==> config.mk <==
export PLATFORM = sky130hd
export DESIGN_NAME = wrbuf_top
export DESIGN_NICKNAME = d
export VERILOG_FILES = /design/src/wrbuf_ctl_pkg.sv /design/src/wrbuf_types_pkg.sv /design/src/wrbuf_buffer_manager.sv /design/src/wrbuf_data_ram.sv /design/src/wrbuf_dataid_tracker.sv /design/src/wrbuf_drain_sequencer.sv /design/src/wrbuf_top.sv
export VERILOG_INCLUDE_DIRS = /design/src
export SDC_FILE = /design/constraint.sdc
export NUM_CORES = 1
export LEC_CHECK = 0
export ABC_AREA = 0
export BUFFER_PORTS_ARGS = -buffer_cell sky130_fd_sc_hd__buf_2
export CAP_MARGIN = 5
export CORE_ASPECT_RATIO = 0.9
export CORE_MARGIN = 2
export CORE_UTILIZATION = 53
export DETAILED_ROUTE_END_ITERATION = 8
export PLACE_DENSITY = 0.76
export SYNTH_ARGS = -nofsm -noshare
export SYNTH_HDL_FRONTEND = slang
export SYNTH_SLANG_ARGS = --single-unit
==> constraint.sdc <==
create_clock -name ctl_clk -period 4.6 [get_ports ctl_clk]
set_input_delay 0.69 -clock ctl_clk [delete_from_list [all_inputs] [get_ports ctl_clk]]
set_output_delay 0.69 -clock ctl_clk [all_outputs]
set_load 0.05 [all_outputs]
==> src/wrbuf_macros.svh <==
`ifndef WRBUF_MACROS_SVH
`define WRBUF_MACROS_SVH

// log2 of buffer locations
`define WRBUF_DEPTH_LOG2 4

// bits per data beat
`define WRBUF_DATA_WIDTH 32

// log2 of burst records held by the tracker
`define WRBUF_BURST_SLOTS_LOG2 2

// longest legal host burst, in beats
`define WRBUF_MAX_BURST 8

`endif

==> src/wrbuf_ctl_pkg.sv <==
package wrbuf_ctl_pkg;

    // drain sequencer states
    // idle waits for a burst record, stream issues its reads
    typedef enum logic
    {
        drain_idle,
        drain_stream
    } drain_state_t;

endpackage

==> src/wrbuf_types_pkg.sv <==
`include "wrbuf_macros.svh"

package wrbuf_types_pkg;

    // one data beat
    typedef logic [`WRBUF_DATA_WIDTH-1:0] wrbuf_data_t;

    // buffer location
    typedef logic [`WRBUF_DEPTH_LOG2-1:0] wrbuf_addr_t;

    // occupancy, one extra bit so the full depth fits
    typedef logic [`WRBUF_DEPTH_LOG2:0] wrbuf_count_t;

    // burst length in beats, must hold the max burst itself
    typedef logic [$clog2(`WRBUF_MAX_BURST+1)-1:0] wrbuf_len_t;

endpackage
==> src/wrbuf_buffer_manager.sv <==
`include "wrbuf_macros.svh"

module wrbuf_buffer_manager
(
    input  logic                        ctl_clk,
    input  logic                        ctl_reset_n,
    input  logic                        writeif_valid,
    input  wrbuf_types_pkg::wrbuf_addr_t writeif_address,
    input  logic                        writeif_address_blocked,
    input  logic                        readif_valid,
    input  wrbuf_types_pkg::wrbuf_addr_t readif_address,
    output logic                        writeif_ready,
    output logic                        buffwrite_valid,
    output wrbuf_types_pkg::wrbuf_addr_t buffwrite_address,
    output logic                        buffread_valid,
    output wrbuf_types_pkg::wrbuf_addr_t buffread_address,
    output logic                        buffread_datavalid,
    output logic                        err_overflow
);
    import wrbuf_types_pkg::*;

    // number of buffer locations
    localparam wrbuf_count_t buf_depth = wrbuf_count_t'(1 << `WRBUF_DEPTH_LOG2);

    wrbuf_count_t buf_count;
    logic         writeif_accepted;

    // write goes through only on a valid/ready handshake
    assign writeif_accepted  = writeif_valid & writeif_ready;

    // addresses pass straight to the ram
    assign buffwrite_valid   = writeif_accepted;
    assign buffwrite_address = writeif_address;
    assign buffread_valid    = readif_valid;
    assign buffread_address  = readif_address;

    // stall when every location holds data
    // or when the tracker has no room for another burst
    assign writeif_ready = ~writeif_address_blocked & (buf_count != buf_depth);

    // ram read data lands one cycle after the address
    always_ff @(posedge ctl_clk or negedge ctl_reset_n)
    begin
        if (!ctl_reset_n)
        begin
            buffread_datavalid <= 1'b0;
        end
        else
        begin
            buffread_datavalid <= buffread_valid;
        end
    end

    // occupancy counter
    // a location is freed as soon as its read is issued
    always_ff @(posedge ctl_clk or negedge ctl_reset_n)
    begin
        if (!ctl_reset_n)
        begin
            buf_count    <= '0;
            err_overflow <= 1'b0;
        end
        else
        begin
            if (writeif_accepted && !readif_valid)
            begin
                // write only
                if (buf_count == buf_depth)
                begin
                    // sticky, only cleared by reset
                    err_overflow <= 1'b1;
                end
                buf_count <= buf_count + 1'b1;
            end
            else if (readif_valid && !writeif_accepted)
            begin
                // read only
                buf_count <= buf_count - 1'b1;
            end
            // write and read together leave the count alone
        end
    end

endmodule

==> src/wrbuf_data_ram.sv <==
`include "wrbuf_macros.svh"

module wrbuf_data_ram
(
    input  logic                         ctl_clk,
    input  logic                         wr_en,
    input  wrbuf_types_pkg::wrbuf_addr_t wr_addr,
    input  wrbuf_types_pkg::wrbuf_data_t wr_data,
    input  logic                         rd_en,
    input  wrbuf_types_pkg::wrbuf_addr_t rd_addr,
    output wrbuf_types_pkg::wrbuf_data_t rd_data
);
    import wrbuf_types_pkg::*;

    // one entry per buffer location
    wrbuf_data_t mem [1 << `WRBUF_DEPTH_LOG2];

    // write port
    always_ff @(posedge ctl_clk)
    begin
        if (wr_en)
        begin
            mem[wr_addr] <= wr_data;
        end
    end

    // registered read port, one cycle latency
    // same-address write in the same cycle gives the old word
    always_ff @(posedge ctl_clk)
    begin
        if (rd_en)
        begin
            rd_data <= mem[rd_addr];
        end
    end

endmodule

==> src/wrbuf_dataid_tracker.sv <==
`include "wrbuf_macros.svh"

module wrbuf_dataid_tracker
(
    input  logic                         ctl_clk,
    input  logic                         ctl_reset_n,
    input  logic                         buffwrite_valid,
    input  logic                         wr_last,
    input  logic                         rec_ready,
    output wrbuf_types_pkg::wrbuf_addr_t next_address,
    output logic                         address_blocked,
    output logic                         rec_valid,
    output wrbuf_types_pkg::wrbuf_addr_t rec_addr,
    output wrbuf_types_pkg::wrbuf_len_t  rec_len
);
    import wrbuf_types_pkg::*;

    localparam int slot_bits = `WRBUF_BURST_SLOTS_LOG2;

    wrbuf_addr_t          wr_ptr;
    wrbuf_addr_t          burst_start;
    wrbuf_len_t           burst_len;
    logic [slot_bits:0]   push_idx;
    logic [slot_bits:0]   pop_idx;
    logic                 rec_push;
    logic                 rec_pop;
    logic                 rec_full;

    // record storage, start address and length per burst
    wrbuf_addr_t slot_addr [1 << slot_bits];
    wrbuf_len_t  slot_len  [1 << slot_bits];

    assign next_address = wr_ptr;

    // last beat accepted closes the open burst
    assign rec_push = buffwrite_valid & wr_last;
    assign rec_pop  = rec_valid & rec_ready;

    // wrap bits differ, index bits match
    assign rec_full = (push_idx[slot_bits] != pop_idx[slot_bits]) &&
                      (push_idx[slot_bits-1:0] == pop_idx[slot_bits-1:0]);
    assign address_blocked = rec_full;
    assign rec_valid = (push_idx != pop_idx);

    assign rec_addr = slot_addr[pop_idx[slot_bits-1:0]];
    assign rec_len  = slot_len[pop_idx[slot_bits-1:0]];

    // write pointer and open burst bookkeeping
    always_ff @(posedge ctl_clk or negedge ctl_reset_n)
    begin
        if (!ctl_reset_n)
        begin
            wr_ptr      <= '0;
            burst_start <= '0;
            burst_len   <= '0;
        end
        else if (buffwrite_valid)
        begin
            // addr_t width makes this wrap at the depth
            wr_ptr <= wr_ptr + 1'b1;
            if (wr_last)
            begin
                // next burst starts right behind this beat
                burst_start <= wr_ptr + 1'b1;
                burst_len   <= '0;
            end
            else
            begin
                burst_len <= burst_len + 1'b1;
            end
        end
    end

    // record fifo pointers
    always_ff @(posedge ctl_clk or negedge ctl_reset_n)
    begin
        if (!ctl_reset_n)
        begin
            push_idx <= '0;
            pop_idx  <= '0;
        end
        else
        begin
            if (rec_push)
            begin
                push_idx <= push_idx + 1'b1;
            end
            if (rec_pop)
            begin
                pop_idx <= pop_idx + 1'b1;
            end
        end
    end

    // record payload, length counts the closing beat too
    always_ff @(posedge ctl_clk)
    begin
        if (rec_push)
        begin
            slot_addr[push_idx[slot_bits-1:0]] <= burst_start;
            slot_len[push_idx[slot_bits-1:0]]  <= burst_len + 1'b1;
        end
    end

endmodule

==> src/wrbuf_drain_sequencer.sv <==
module wrbuf_drain_sequencer
(
    input  logic                         ctl_clk,
    input  logic                         ctl_reset_n,
    input  logic                         rec_valid,
    input  wrbuf_types_pkg::wrbuf_addr_t rec_addr,
    input  wrbuf_types_pkg::wrbuf_len_t  rec_len,
    input  logic                         buffread_datavalid,
    input  wrbuf_types_pkg::wrbuf_data_t ram_rd_data,
    input  logic                         rd_ready,
    output logic                         rec_ready,
    output logic                         readif_valid,
    output wrbuf_types_pkg::wrbuf_addr_t readif_address,
    output logic                         rd_valid,
    output wrbuf_types_pkg::wrbuf_data_t rd_data,
    output logic                         rd_last
);
    import wrbuf_types_pkg::*;
    import wrbuf_ctl_pkg::*;

    drain_state_t state;
    wrbuf_addr_t  rd_ptr;
    wrbuf_len_t   remaining;
    logic         inflight_last;
    logic         rec_pop;
    logic         skid_pop;
    logic [1:0]   skid_count;
    logic [2:0]   skid_used;
    logic         skid_wr_sel;
    logic         skid_rd_sel;

    // two-entry skid toward the memory port
    wrbuf_data_t skid_data [2];
    logic        skid_last [2];

    // only take a record once the previous burst is fully issued
    assign rec_ready = (state == drain_idle);
    assign rec_pop   = rec_valid & rec_ready;

    // held entries plus the beat returning now, less the one leaving
    assign skid_pop  = rd_valid & rd_ready;
    assign skid_used = {1'b0, skid_count} + {2'b0, buffread_datavalid} - {2'b0, skid_pop};

    // a new read may only go out if its data is sure to find room
    assign readif_valid   = (state == drain_stream) && (skid_used < 3'd2);
    assign readif_address = rd_ptr;

    // sequencer fsm
    always_ff @(posedge ctl_clk or negedge ctl_reset_n)
    begin
        if (!ctl_reset_n)
        begin
            state         <= drain_idle;
            rd_ptr        <= '0;
            remaining     <= '0;
            inflight_last <= 1'b0;
        end
        else
        begin
            // last flag follows the read, lines up with buffread_datavalid
            inflight_last <= readif_valid && (remaining == wrbuf_len_t'(1));
            case (state)
                drain_idle:
                begin
                    if (rec_pop)
                    begin
                        rd_ptr    <= rec_addr;
                        remaining <= rec_len;
                        state     <= drain_stream;
                    end
                end
                drain_stream:
                begin
                    if (readif_valid)
                    begin
                        rd_ptr    <= rd_ptr + 1'b1;
                        remaining <= remaining - 1'b1;
                        // final beat of the burst issued
                        if (remaining == wrbuf_len_t'(1))
                        begin
                            state <= drain_idle;
                        end
                    end
                end
                default:
                begin
                    state <= drain_idle;
                end
            endcase
        end
    end

    // skid pointers and fill level
    always_ff @(posedge ctl_clk or negedge ctl_reset_n)
    begin
        if (!ctl_reset_n)
        begin
            skid_count  <= '0;
            skid_wr_sel <= 1'b0;
            skid_rd_sel <= 1'b0;
        end
        else
        begin
            if (buffread_datavalid)
            begin
                skid_wr_sel <= ~skid_wr_sel;
            end
            if (skid_pop)
            begin
                skid_rd_sel <= ~skid_rd_sel;
            end
            skid_count <= skid_used[1:0];
        end
    end

    // skid payload
    always_ff @(posedge ctl_clk)
    begin
        if (buffread_datavalid)
        begin
            skid_data[skid_wr_sel] <= ram_rd_data;
            skid_last[skid_wr_sel] <= inflight_last;
        end
    end

    // head entry stays put until it is taken
    assign rd_valid = (skid_count != 2'd0);
    assign rd_data  = skid_data[skid_rd_sel];
    assign rd_last  = skid_last[skid_rd_sel];

endmodule

==> src/wrbuf_top.sv <==
module wrbuf_top
(
    input  logic                         ctl_clk,
    input  logic                         ctl_reset_n,
    input  logic                         wr_valid,
    input  wrbuf_types_pkg::wrbuf_data_t wr_data,
    input  logic                         wr_last,
    output logic                         wr_ready,
    output logic                         rd_valid,
    output wrbuf_types_pkg::wrbuf_data_t rd_data,
    output logic                         rd_last,
    input  logic                         rd_ready,
    output logic                         err_overflow
);
    import wrbuf_types_pkg::*;

    // tracker to manager
    wrbuf_addr_t next_address;
    logic        address_blocked;

    // manager to ram and tracker
    logic        buffwrite_valid;
    wrbuf_addr_t buffwrite_address;
    logic        buffread_valid;
    wrbuf_addr_t buffread_address;
    logic        buffread_datavalid;

    // tracker to drain records
    logic        rec_valid;
    logic        rec_ready;
    wrbuf_addr_t rec_addr;
    wrbuf_len_t  rec_len;

    // drain reads
    logic        readif_valid;
    wrbuf_addr_t readif_address;
    wrbuf_data_t ram_rd_data;

    wrbuf_buffer_manager buffer_manager_i
    (
        .ctl_clk                 (ctl_clk),
        .ctl_reset_n             (ctl_reset_n),
        .writeif_valid           (wr_valid),
        .writeif_address         (next_address),
        .writeif_address_blocked (address_blocked),
        .readif_valid            (readif_valid),
        .readif_address          (readif_address),
        .writeif_ready           (wr_ready),
        .buffwrite_valid         (buffwrite_valid),
        .buffwrite_address       (buffwrite_address),
        .buffread_valid          (buffread_valid),
        .buffread_address        (buffread_address),
        .buffread_datavalid      (buffread_datavalid),
        .err_overflow            (err_overflow)
    );

    // host data is written in the cycle it is accepted
    wrbuf_data_ram data_ram_i
    (
        .ctl_clk (ctl_clk),
        .wr_en   (buffwrite_valid),
        .wr_addr (buffwrite_address),
        .wr_data (wr_data),
        .rd_en   (buffread_valid),
        .rd_addr (buffread_address),
        .rd_data (ram_rd_data)
    );

    wrbuf_dataid_tracker dataid_tracker_i
    (
        .ctl_clk         (ctl_clk),
        .ctl_reset_n     (ctl_reset_n),
        .buffwrite_valid (buffwrite_valid),
        .wr_last         (wr_last),
        .rec_ready       (rec_ready),
        .next_address    (next_address),
        .address_blocked (address_blocked),
        .rec_valid       (rec_valid),
        .rec_addr        (rec_addr),
        .rec_len         (rec_len)
    );

    wrbuf_drain_sequencer drain_sequencer_i
    (
        .ctl_clk            (ctl_clk),
        .ctl_reset_n        (ctl_reset_n),
        .rec_valid          (rec_valid),
        .rec_addr           (rec_addr),
        .rec_len            (rec_len),
        .buffread_datavalid (buffread_datavalid),
        .ram_rd_data        (ram_rd_data),
        .rd_ready           (rd_ready),
        .rec_ready          (rec_ready),
        .readif_valid       (readif_valid),
        .readif_address     (readif_address),
        .rd_valid           (rd_valid),
        .rd_data            (rd_data),
        .rd_last            (rd_last)
    );

endmodule

# Word-level counts from Yosys, hierarchy flattened
# Memories as Yosys holds them, arrays and structs flattened. A register that Yosys moved wholly into a read port is not among the register bits.
# Cells that the tools add are included.
# classes
n_reduce_logical	12
n_mux	19
bitwise	9
n_addsub	10
eq_ne	8
order_cmp	1
# op_table
op	n
2-to-1 mux 4 bit	5
case mux 4 bit (2 select lines)	2
adder 4 x 1 -> 4 bit (second input constant)	3
2-to-1 mux 5 bit	2
2-to-1 mux 1 bit	9
adder 3 x 1 -> 3 bit (second input constant)	2
AND reduction 2 bit	3
adder 5 x 1 -> 5 bit (second input constant)	1
bitwise AND 1 bit	5
equality test 5 bit (second input constant)	1
logical AND 1 bit	5
inequality test 5 bit (second input constant)	1
subtractor 5 x 1 -> 5 bit (second input constant)	1
equality test 4 x 1 -> 1 bit (second input constant)	1
inequality test 2 bit (second input constant)	2
NOT 1 bit	4
nonzero test 2 bit	2
subtractor 4 x 1 -> 4 bit (second input constant)	1
adder 2 x 1 -> 3 bit	1
less-than comparator 3 x 2 -> 1 bit (second input constant)	1
inequality test 3 bit	1
subtractor 3 x 1 -> 3 bit	1
equality test 2 bit	1
logical NOT 1 bit	2
other kinds (2)	2
# totals
memories	5
regBits	39
elab_cells	79
mem_bits_rw	610
# mem_list
name	depth	word_bits	read_ports	rd_ports_with_merged_regs	write_ports	line_no	rtl
data_ram_i.mem	16	32	1	1	1	wrbuf_data_ram.sv:16	wrbuf_data_t mem [1 << `WRBUF_DEPTH_LOG2];
drain_sequencer_i.skid_data	2	32	1	0	1	wrbuf_drain_sequencer.sv:33	wrbuf_data_t skid_data [2];
dataid_tracker_i.slot_addr	4	4	1	0	1	wrbuf_dataid_tracker.sv:30	wrbuf_addr_t slot_addr [1 << slot_bits];
dataid_tracker_i.slot_len	4	4	1	0	1	wrbuf_dataid_tracker.sv:31	wrbuf_len_t slot_len [1 << slot_bits];
drain_sequencer_i.skid_last	2	1	1	0	1	wrbuf_drain_sequencer.sv:34	logic skid_last [2];

# Longest topological paths before layout
# Gate-level depths: netlist of run 1.
# logic_depth
ltp_word	9
ltp_mapped	16
mapped_depth_nobuf	16

# By module
# Synthesis of run 1 repeated with hierarchy kept, for this count alone.
# hier_totals
hier_cells	1201
area_unflattened_um2	26004.9
# modules_own_cells
module	instances	area_each_um2	cells_per_inst
wrbuf_data_ram	1	20174.3	838
wrbuf_drain_sequencer	1	3181.8	181
wrbuf_dataid_tracker	1	2128.3	128
wrbuf_buffer_manager	1	520.5	54

# Worst setup path before layout of run 1
# OpenSTA, ideal clock, no wires.
# synth_timing
path_type	reg2reg
from	register dataid_tracker_i.pop_idx[1]
to	memory data_ram_i.mem[3][0] in the netlist's numbering, enable pin
period_less_slack_ns	4.093
n_path_buf	2
path_stages_with_launch	8
required_ns	4.139
arrival_time_ns	3.632
path_slack_ns	0.507
setup_time_ns	0.461
cell_sequence	dfrtp_1 -> buf_4 -> xor2_2 -> nor3b_2 -> nor3b_4 -> buf_6 -> nand2_1 -> nor3_1
# synth_between
elab_chain_cells	7
# synth_lines
item	line_no	rtl
start, declared	wrbuf_dataid_tracker.sv:24	logic [slot_bits:0] pop_idx;
start signal, assigned	wrbuf_dataid_tracker.sv:90	pop_idx <= pop_idx + 1'b1;
equality test 2 bit	wrbuf_dataid_tracker.sv:41	(push_idx[slot_bits-1:0] == pop_idx[slot_bits-1:0]);
logical AND 1 bit	wrbuf_dataid_tracker.sv:40	assign rec_full = (push_idx[slot_bits] != pop_idx[slot_bits]) &&
NOT 1 bit	wrbuf_buffer_manager.sv:39	assign writeif_ready = ~writeif_address_blocked & (buf_count != buf_depth);
bitwise AND 1 bit	wrbuf_buffer_manager.sv:39	
bitwise AND 1 bit	wrbuf_buffer_manager.sv:29	assign writeif_accepted = writeif_valid & writeif_ready;
2-to-1 mux 1 bit	wrbuf_data_ram.sv:21	if (wr_en)
2-to-1 mux 1 bit (not written as such)	wrbuf_data_ram.sv:23	mem[wr_addr] <= wr_data;
end, declared	wrbuf_data_ram.sv:16	
# No other way between the ends.

# Worst setup path in the final report of run 1
# layout_timing
from	register drain_sequencer_i.skid_count[1]
to	register buffer_manager_i.buf_count[4]
# layout_between
elab_chain_cells	8
# layout_lines
item	line_no	rtl
start, declared	wrbuf_drain_sequencer.sv:27	logic [1:0] skid_count;
start signal, assigned	wrbuf_drain_sequencer.sv:112	skid_count <= skid_used[1:0];
nonzero test 2 bit *	wrbuf_drain_sequencer.sv:127	assign rd_valid = (skid_count != 2'd0);
bitwise AND 1 bit *	wrbuf_drain_sequencer.sv:41	assign skid_pop = rd_valid & rd_ready;
named net drain_sequencer_i.skid_pop	wrbuf_drain_sequencer.sv:26	logic skid_pop;
subtractor 3 x 1 -> 3 bit *	wrbuf_drain_sequencer.sv:42	assign skid_used = {1'b0, skid_count} + {2'b0, buffread_datavalid} - {2'b0, skid_pop};
less-than comparator 3 x 2 -> 1 bit *	wrbuf_drain_sequencer.sv:45	assign readif_valid = (state == drain_stream) && (skid_used < 3'd2);
logical AND 1 bit *	wrbuf_drain_sequencer.sv:45	
logical NOT 1 bit	wrbuf_buffer_manager.sv:65	if (writeif_accepted && !readif_valid)
logical AND 1 bit	wrbuf_buffer_manager.sv:65	
2-to-1 mux 5 bit / nonzero test 2 bit (equally long branches)	n/a	
end signal, assigned	wrbuf_buffer_manager.sv:73	buf_count <= buf_count + 1'b1;
end signal, assigned	wrbuf_buffer_manager.sv:78	buf_count <= buf_count - 1'b1;
end, declared	wrbuf_buffer_manager.sv:25	wrbuf_count_t buf_count;
# The timed path passes the listed nets; every way through them passes the cells marked *.
# A chain may end at the register's enable or synchronous reset.

==> results of run 1 <==
[metrics by stage]
step                      instances  cell area (um^2)  setup slack [ns]   util  total power (W)
after detailed placement       2005             27400             0.736  0.558           0.0143
after global routing           2131             29600             0.455  0.603           0.0205
after global placement         2005             27400             0.864  0.558           0.0141
after CTS                      2130             29600             0.763  0.603           0.0198
after floorplan                1347             26300             0.507      -           0.0127
final                          2131             29600             0.774  0.603           0.0196
[layout by cell type, fill, tap and decap left out, types with 3 or more instances in the layout]
cell type,instances
edfxtp_1,642
mux2i_1,99
o21ai_0,73
clkbuf_16,72
buf_2,72
mux4_2,70
mux2_2,66
nand2_1,43
a21oi_1,39
dfrtp_1,35
a221oi_1,32
a22oi_1,32
ha_1,20
inv_1,18
buf_4,18
and3_2,15
clkbuf_1,14
xnor2_1,11
nor2_1,11
clkinv_1,11
clkinv_2,11
nand3_1,9
xor2_1,8
bufinv_16,6
mux2_4,5
clkinvlp_4,5
and3_1,4
nor2b_1,4
buf_12,4
and2_1,3
o22ai_1,3
a31oi_1,3
inv_6,3
dfrtp_2,3
[worst max-delay path: stages, from the launching register on]
cell     delay (ns)
dfrtp_1        0.42
or2_2          0.31
and2_1         0.19
ha_1           0.28
inv_1          0.06
ha_1           0.14
inv_1          0.05
fa_1           0.40
xnor2_1        0.15
nand3_1        0.23
ha_1           0.34
inv_1          0.17
ha_1           0.28
a21o_1         0.18
a21oi_1        0.16
mux2i_1        0.23
xnor2_1        0.14
[power by group]
part | leakage (nW) | switching [W] | total (W) | internal (W)
Clock | 1.08 | 0.00228 | 0.00549 | 0.00321
Sequential | 6.28 | 0.000706 | 0.00880 | 0.00809
Combinational | 2.83 | 0.00324 | 0.00535 | 0.00211
Total | 10.2 | 0.00622 | 0.0196 | 0.0134
[cell type report]
type                    count  area, um^2
multi-input cells         579        5710
fillers                  3404       19500
clock buffers              86        1850
well taps                 632         791
flip-flops and latches    681       20300
repair buffers             94         576
diodes                      1        2.50
inverters                  19        71.3
clock inverters            39         374
[cell families after synthesis]
kind of cell    synth area share
compound gates            0.0455
xor+xnor                 0.00798
fa+ha+maj                 0.0110
buf+inv                   0.0158
flops                      0.769
mux                        0.131
simple gates              0.0202
[cell usage after synthesis (8+ instances only)]
cell,count
clkbuf_1,28
buf_4,12
a221oi_1,32
edfxtp_1,642
o21ai_0,73
xor2_1,8
nor2_1,11
a22oi_1,32
mux2_2,66
mux4_2,70
nand2_1,43
ha_1,20
buf_2,20
a21oi_1,39
and3_1,19
nand3_1,9
inv_1,19
xnor2_1,11
mux2i_1,99
dfrtp_1,39
[path summary, 6_finish.rpt]
path	slack, ns	endpoint	from	cells after the start
setup / recovery	0.77	buffer_manager_i.buf_count[4]	drain_sequencer_i.skid_count[1]	16
hold / removal	0.22	buffer_manager_i.buf_count[4]	ctl_reset_n	1
setup reg to reg	0.77	buffer_manager_i.buf_count[4]	drain_sequencer_i.skid_count[1]	16
hold reg to reg	0.44	drain_sequencer_i.skid_data[1][14]	data_ram_i.rd_data[14]	0
max in group asynchronous	3.72	drain_sequencer_i.readif_address[0]	ctl_reset_n	1
min in group ctl_clk	0.43	drain_sequencer_i.skid_rd_sel	rd_ready	3
[metal layers]
metal / global-route usage / up-vias / wire length [um]
met1: 0.286 / 6731 / 21500
met4: 0.0698 / 2 / 1330
met3: 0.0385 / 95 / 3290
li1: - / 5633 / -
met5: 0 / - / 16
met2: 0.343 / 450 / 26200
[sequential cells by signal (all words and copies together), names as in the netlist, 4 cells and up]
register	cells
data_ram_i.mem	512
drain_sequencer_i.skid_data	64
data_ram_i.rd_data	32
dataid_tracker_i.slot_addr	16
dataid_tracker_i.slot_len	16
buffer_manager_i.buf_count	5
dataid_tracker_i.burst_len	4
dataid_tracker_i.burst_start	4
dataid_tracker_i.next_address	4
drain_sequencer_i.readif_address	4
drain_sequencer_i.remaining	4
==> out/metrics.cfg, run 1 <==
[run_status]
status=finished, final reports clean

[global_route]
grt_pass1_vias=13600
track_usage=0.209
antenna_found_initial=2
grt_pass1_wl_um=80200
grt_overflow=0
grt_max_degree=56

[route]
wl_per_cell_um=24.6
vias_per_cell=6.06
drtIter0Drc=1319
wl_um=52300
drc=0
firstDrtPassIters=5
ant_nets=0
vias=12900

[die]
fp-row-count=77
initial_utilization=0.536
die_h_um=215
core_um2=49100
chipWidth_um=239
die-area_um2=51500
pin_count=73

[logic_synthesis]
synth-edff-count=642
yosys_warnings=0
ys.flop_type=edfxtp_1
ys_types=49
yosys_register_bits=681
yosys.area.top_type=edfxtp_1
synthCells=1347
synth.area.top_cells=edfxtp_1 (73%), mux4_2 (6.0%), mux2i_1 (3.8%), dfrtp_1 (3.7%), mux2_2 (2.8%)
synthArstFlopShare=0.0573
synth_seq_area_share=0.769
syn_area_um2=26300
synth_nets=1406
synth_top_area_share=0.732
avgSynthCellArea_um2=19.6

[cts]
clock_latency_ns=0.60
cts-resized-gates=0
cts_tree=yes
htree_levels=3
cts_buffers=69
ctsHoldBuffers=0
cts.sinks=681
cts-root-buf=clkbuf_16
cts_buffer_depth=3
post-cts-setup-buffer-count=0
path_clk_slew_ns=0.06

[sta]
fmax_mhz=261
fin_crit_ns=3.83
finalCritPeriodShare=0.832
rsz0062_at_grt=no
fin_tns_setup_ns=0
whs_ns=0.217
worst_pin_slew_ns=1.14
slew_headroom=0.238
fin_skew_ns=0.0235
hold_viol=0
slew_violations=0
setup_viol=0

[placed_design]
finalWeightedCongestion=0.739
dp_hpwl_um=28200
port_buffers=72

[worst_hold_path]
hold_class=input pin to async pin

[worst_setup_path]
start_kind=flop
cp_max_fo=5
crit_required_ns=5.12
worstSetupEndpointType=flop
cp.arrival_ns=4.34
critical_path_class=flop to flop

[power]
pwr_density_cell_nw_per_um2=663
leakagePower_nw=10.2
irDropWorstVdd_v=0.000441

[layout]
synthToLayoutAreaGrowth_pct=12.5
final_net_count=1503
drive_above_1_share=0.246

[run]
drv_cap=0

Note: power is estimated with default switching activity, not from simulation.
==> run 2, diff against run 1 <==
==> constraint.sdc (replaced) <==
create_clock -name ctl_clk -period 3.6 [get_ports ctl_clk]
set_input_delay 0.54 -clock ctl_clk [delete_from_list [all_inputs] [get_ports ctl_clk]]
set_output_delay 0.54 -clock ctl_clk [all_outputs]
set_load 0.05 [all_outputs]
==> run 2 against run 1 <==
  * Wire length grew 0.68%
  * Flip-flop and latch count unchanged
  * Sequential share of layout area fell by 0.84 points
  * Cell area is 1.2% higher
  * Critical endpoint unchanged
  * Largest cell class unchanged
  * Highest routed layer unchanged
==> out/metrics.cfg, run 2 (synthesis gave the netlist of run 1 again) <==
[sta]
finalCritPeriodShare=0.957
slew_violations=0
hold_viol=0
fmax_mhz=290
fin_skew_ns=0.0229
slew_headroom=0.307
fin_crit_ns=3.45
worst_pin_slew_ns=1.04
setup_viol=0

[route]
wl_um=52700
drc=0
vias=12900
drtIter0Drc=1261
wl_per_cell_um=24.5
firstDrtPassIters=5
ant_nets=0
vias_per_cell=6.01

[run]
drv_cap=0

[power]
leakagePower_nw=10.3
pwr_density_cell_nw_per_um2=847
irDropWorstVdd_v=0.000555
totalPowerFinal_w=0.0254

[die]
core_um2=49100
die-area_um2=51500
pin_count=73
chipWidth_um=239
initial_utilization=0.536
fp-row-count=77
die_h_um=215

[global_route]
antenna_found_initial=4
grt_overflow=0
track_usage=0.208
grt_pass1_vias=13500
grt_pass1_wl_um=79700
grt_max_degree=68

[worst_setup_path]
cp.arrival_ns=3.95
start_kind=flop
r2r-start=drain_sequencer_i.skid_count[1]
r2r-end=buffer_manager_i.buf_count[4]
ff2ff_path_depth=15
rrSetupSlack_ns=0.15
cp_max_fo=5
critical_path_class=flop to flop
crit_required_ns=4.11
worstSetupEndpointType=flop

[cts]
cts_tree=yes
cts_buffers=69
ctsHoldBuffers=0
post-cts-setup-buffer-count=0
path_clk_slew_ns=0.06
cts.sinks=681
cts_buffer_depth=3
cts-root-buf=clkbuf_16
htree_levels=3
clock_latency_ns=0.59

[layout]
final_net_count=1519
largest_reg_flops=512
fin_area_um2=30000
layout_commonest_cell=edfxtp_1
fin_util=0.611
layout_common_cells=edfxtp_1 (642), mux2i_1 (99), o21ai_0 (73), clkbuf_16 (72), buf_2 (72)
synthToLayoutAreaGrowth_pct=13.9
top_register=data_ram_i.mem
drive_above_1_share=0.259
reg.largest.list=data_ram_i.mem x512, drain_sequencer_i.skid_data x64, data_ram_i.rd_data x32
fin_cells=2152

[placed_design]
finalWeightedCongestion=0.741
dp_cells=2021
post_dp_cell_area_um2=27700
port_buffers=72
dp_hpwl_um=28300

[run_status]
status=finished, final reports clean

[worst_hold_path]
hold_class=input pin to async pin

run 2: cell count changes in the layout (fill, tap and decap cells not counted), moves of 2 or more:
cell	change
clkbuf_1	+2
buf_12	+13
clkinv_4	-2
diode_2	+4
buf_4	+3
clkinvlp_4	-2
clkbuf_8	+5
run 2: worst max-delay path, cell delays in order, from the launching register on:
cell	delay [ns]
dfrtp_2	0.45
or2_4	0.26
and2_1	0.19
ha_1	0.29
inv_1	0.06
ha_1	0.13
inv_1	0.06
fa_2	0.56
nand3_2	0.11
ha_4	0.21
inv_2	0.09
ha_1	0.25
a21o_1	0.19
a21oi_2	0.14
mux2i_1	0.22
xnor2_1	0.14
run 2: report_power, final:
part | total [W] | switching [W] | internal (W)
Sequential | 0.0111 | 0.000740 | 0.0103
Clock | 0.00708 | 0.00287 | 0.00421
Combinational | 0.00727 | 0.00435 | 0.00292
run 2: worst max path at each step:
stage | start | cells past startpoint | to | slack (ns)
after global routing | drain_sequencer_i.skid_count[1] | 15 | buffer_manager_i.buf_count[4] | -0.02
final | drain_sequencer_i.skid_count[1] | 15 | buffer_manager_i.buf_count[4] | 0.15
after global placement | drain_sequencer_i.skid_count[1] | 16 | buffer_manager_i.buf_count[4] | 0.1
after floorplan | drain_sequencer_i.skid_count[1] | 16 | buffer_manager_i.buf_count[4] | 0.09
after CTS | drain_sequencer_i.skid_count[1] | 16 | buffer_manager_i.buf_count[4] | 0.02
after detailed placement | drain_sequencer_i.skid_count[1] | 16 | buffer_manager_i.buf_count[4] | -0.07
run 2: layout make-up:
cell class,instances,area [um^2]
Clock buffer,93,1930
Antenna cell,5,12.5
Inverter,19,71.3
Multi-Input combinational cell,579,5750
Tap cell,632,791
Sequential cell,681,20300
Fill cell,3298,19100
Timing Repair Buffer,110,858
Clock inverter,33,333
run 2: layer usage:
| layer | track usage | share of wire | vias to the layer above |
|---|---|---|---|
| li1 | - | - | 5672 |
| met1 | 0.283 | 0.41 | 6656 |
| met2 | 0.337 | 0.50 | 478 |
| met3 | 0.0381 | 0.065 | 113 |
| met4 | 0.0794 | 0.031 | 6 |
| met5 | 0 | 0.00080 | - |
run 2: per-stage QoR:
step	hold WS, ns	setup slack (ns)	TNS (ns)
3_3_place_gp	0.424	0.0975	0
6_report	0.0817	0.154	0
2_1_floorplan	0.244	0.0943	0
5_1_grt	0.166	-0.0205	-0.0205
3_5_place_dp	0.429	-0.0738	-0.0738
4_1_cts	0.100	0.0239	0
run 2: repair_timing:
item                       CTS  global route
pin swaps                    0             1
setup endpoints to repair    1             1
gates resized for setup      2             6
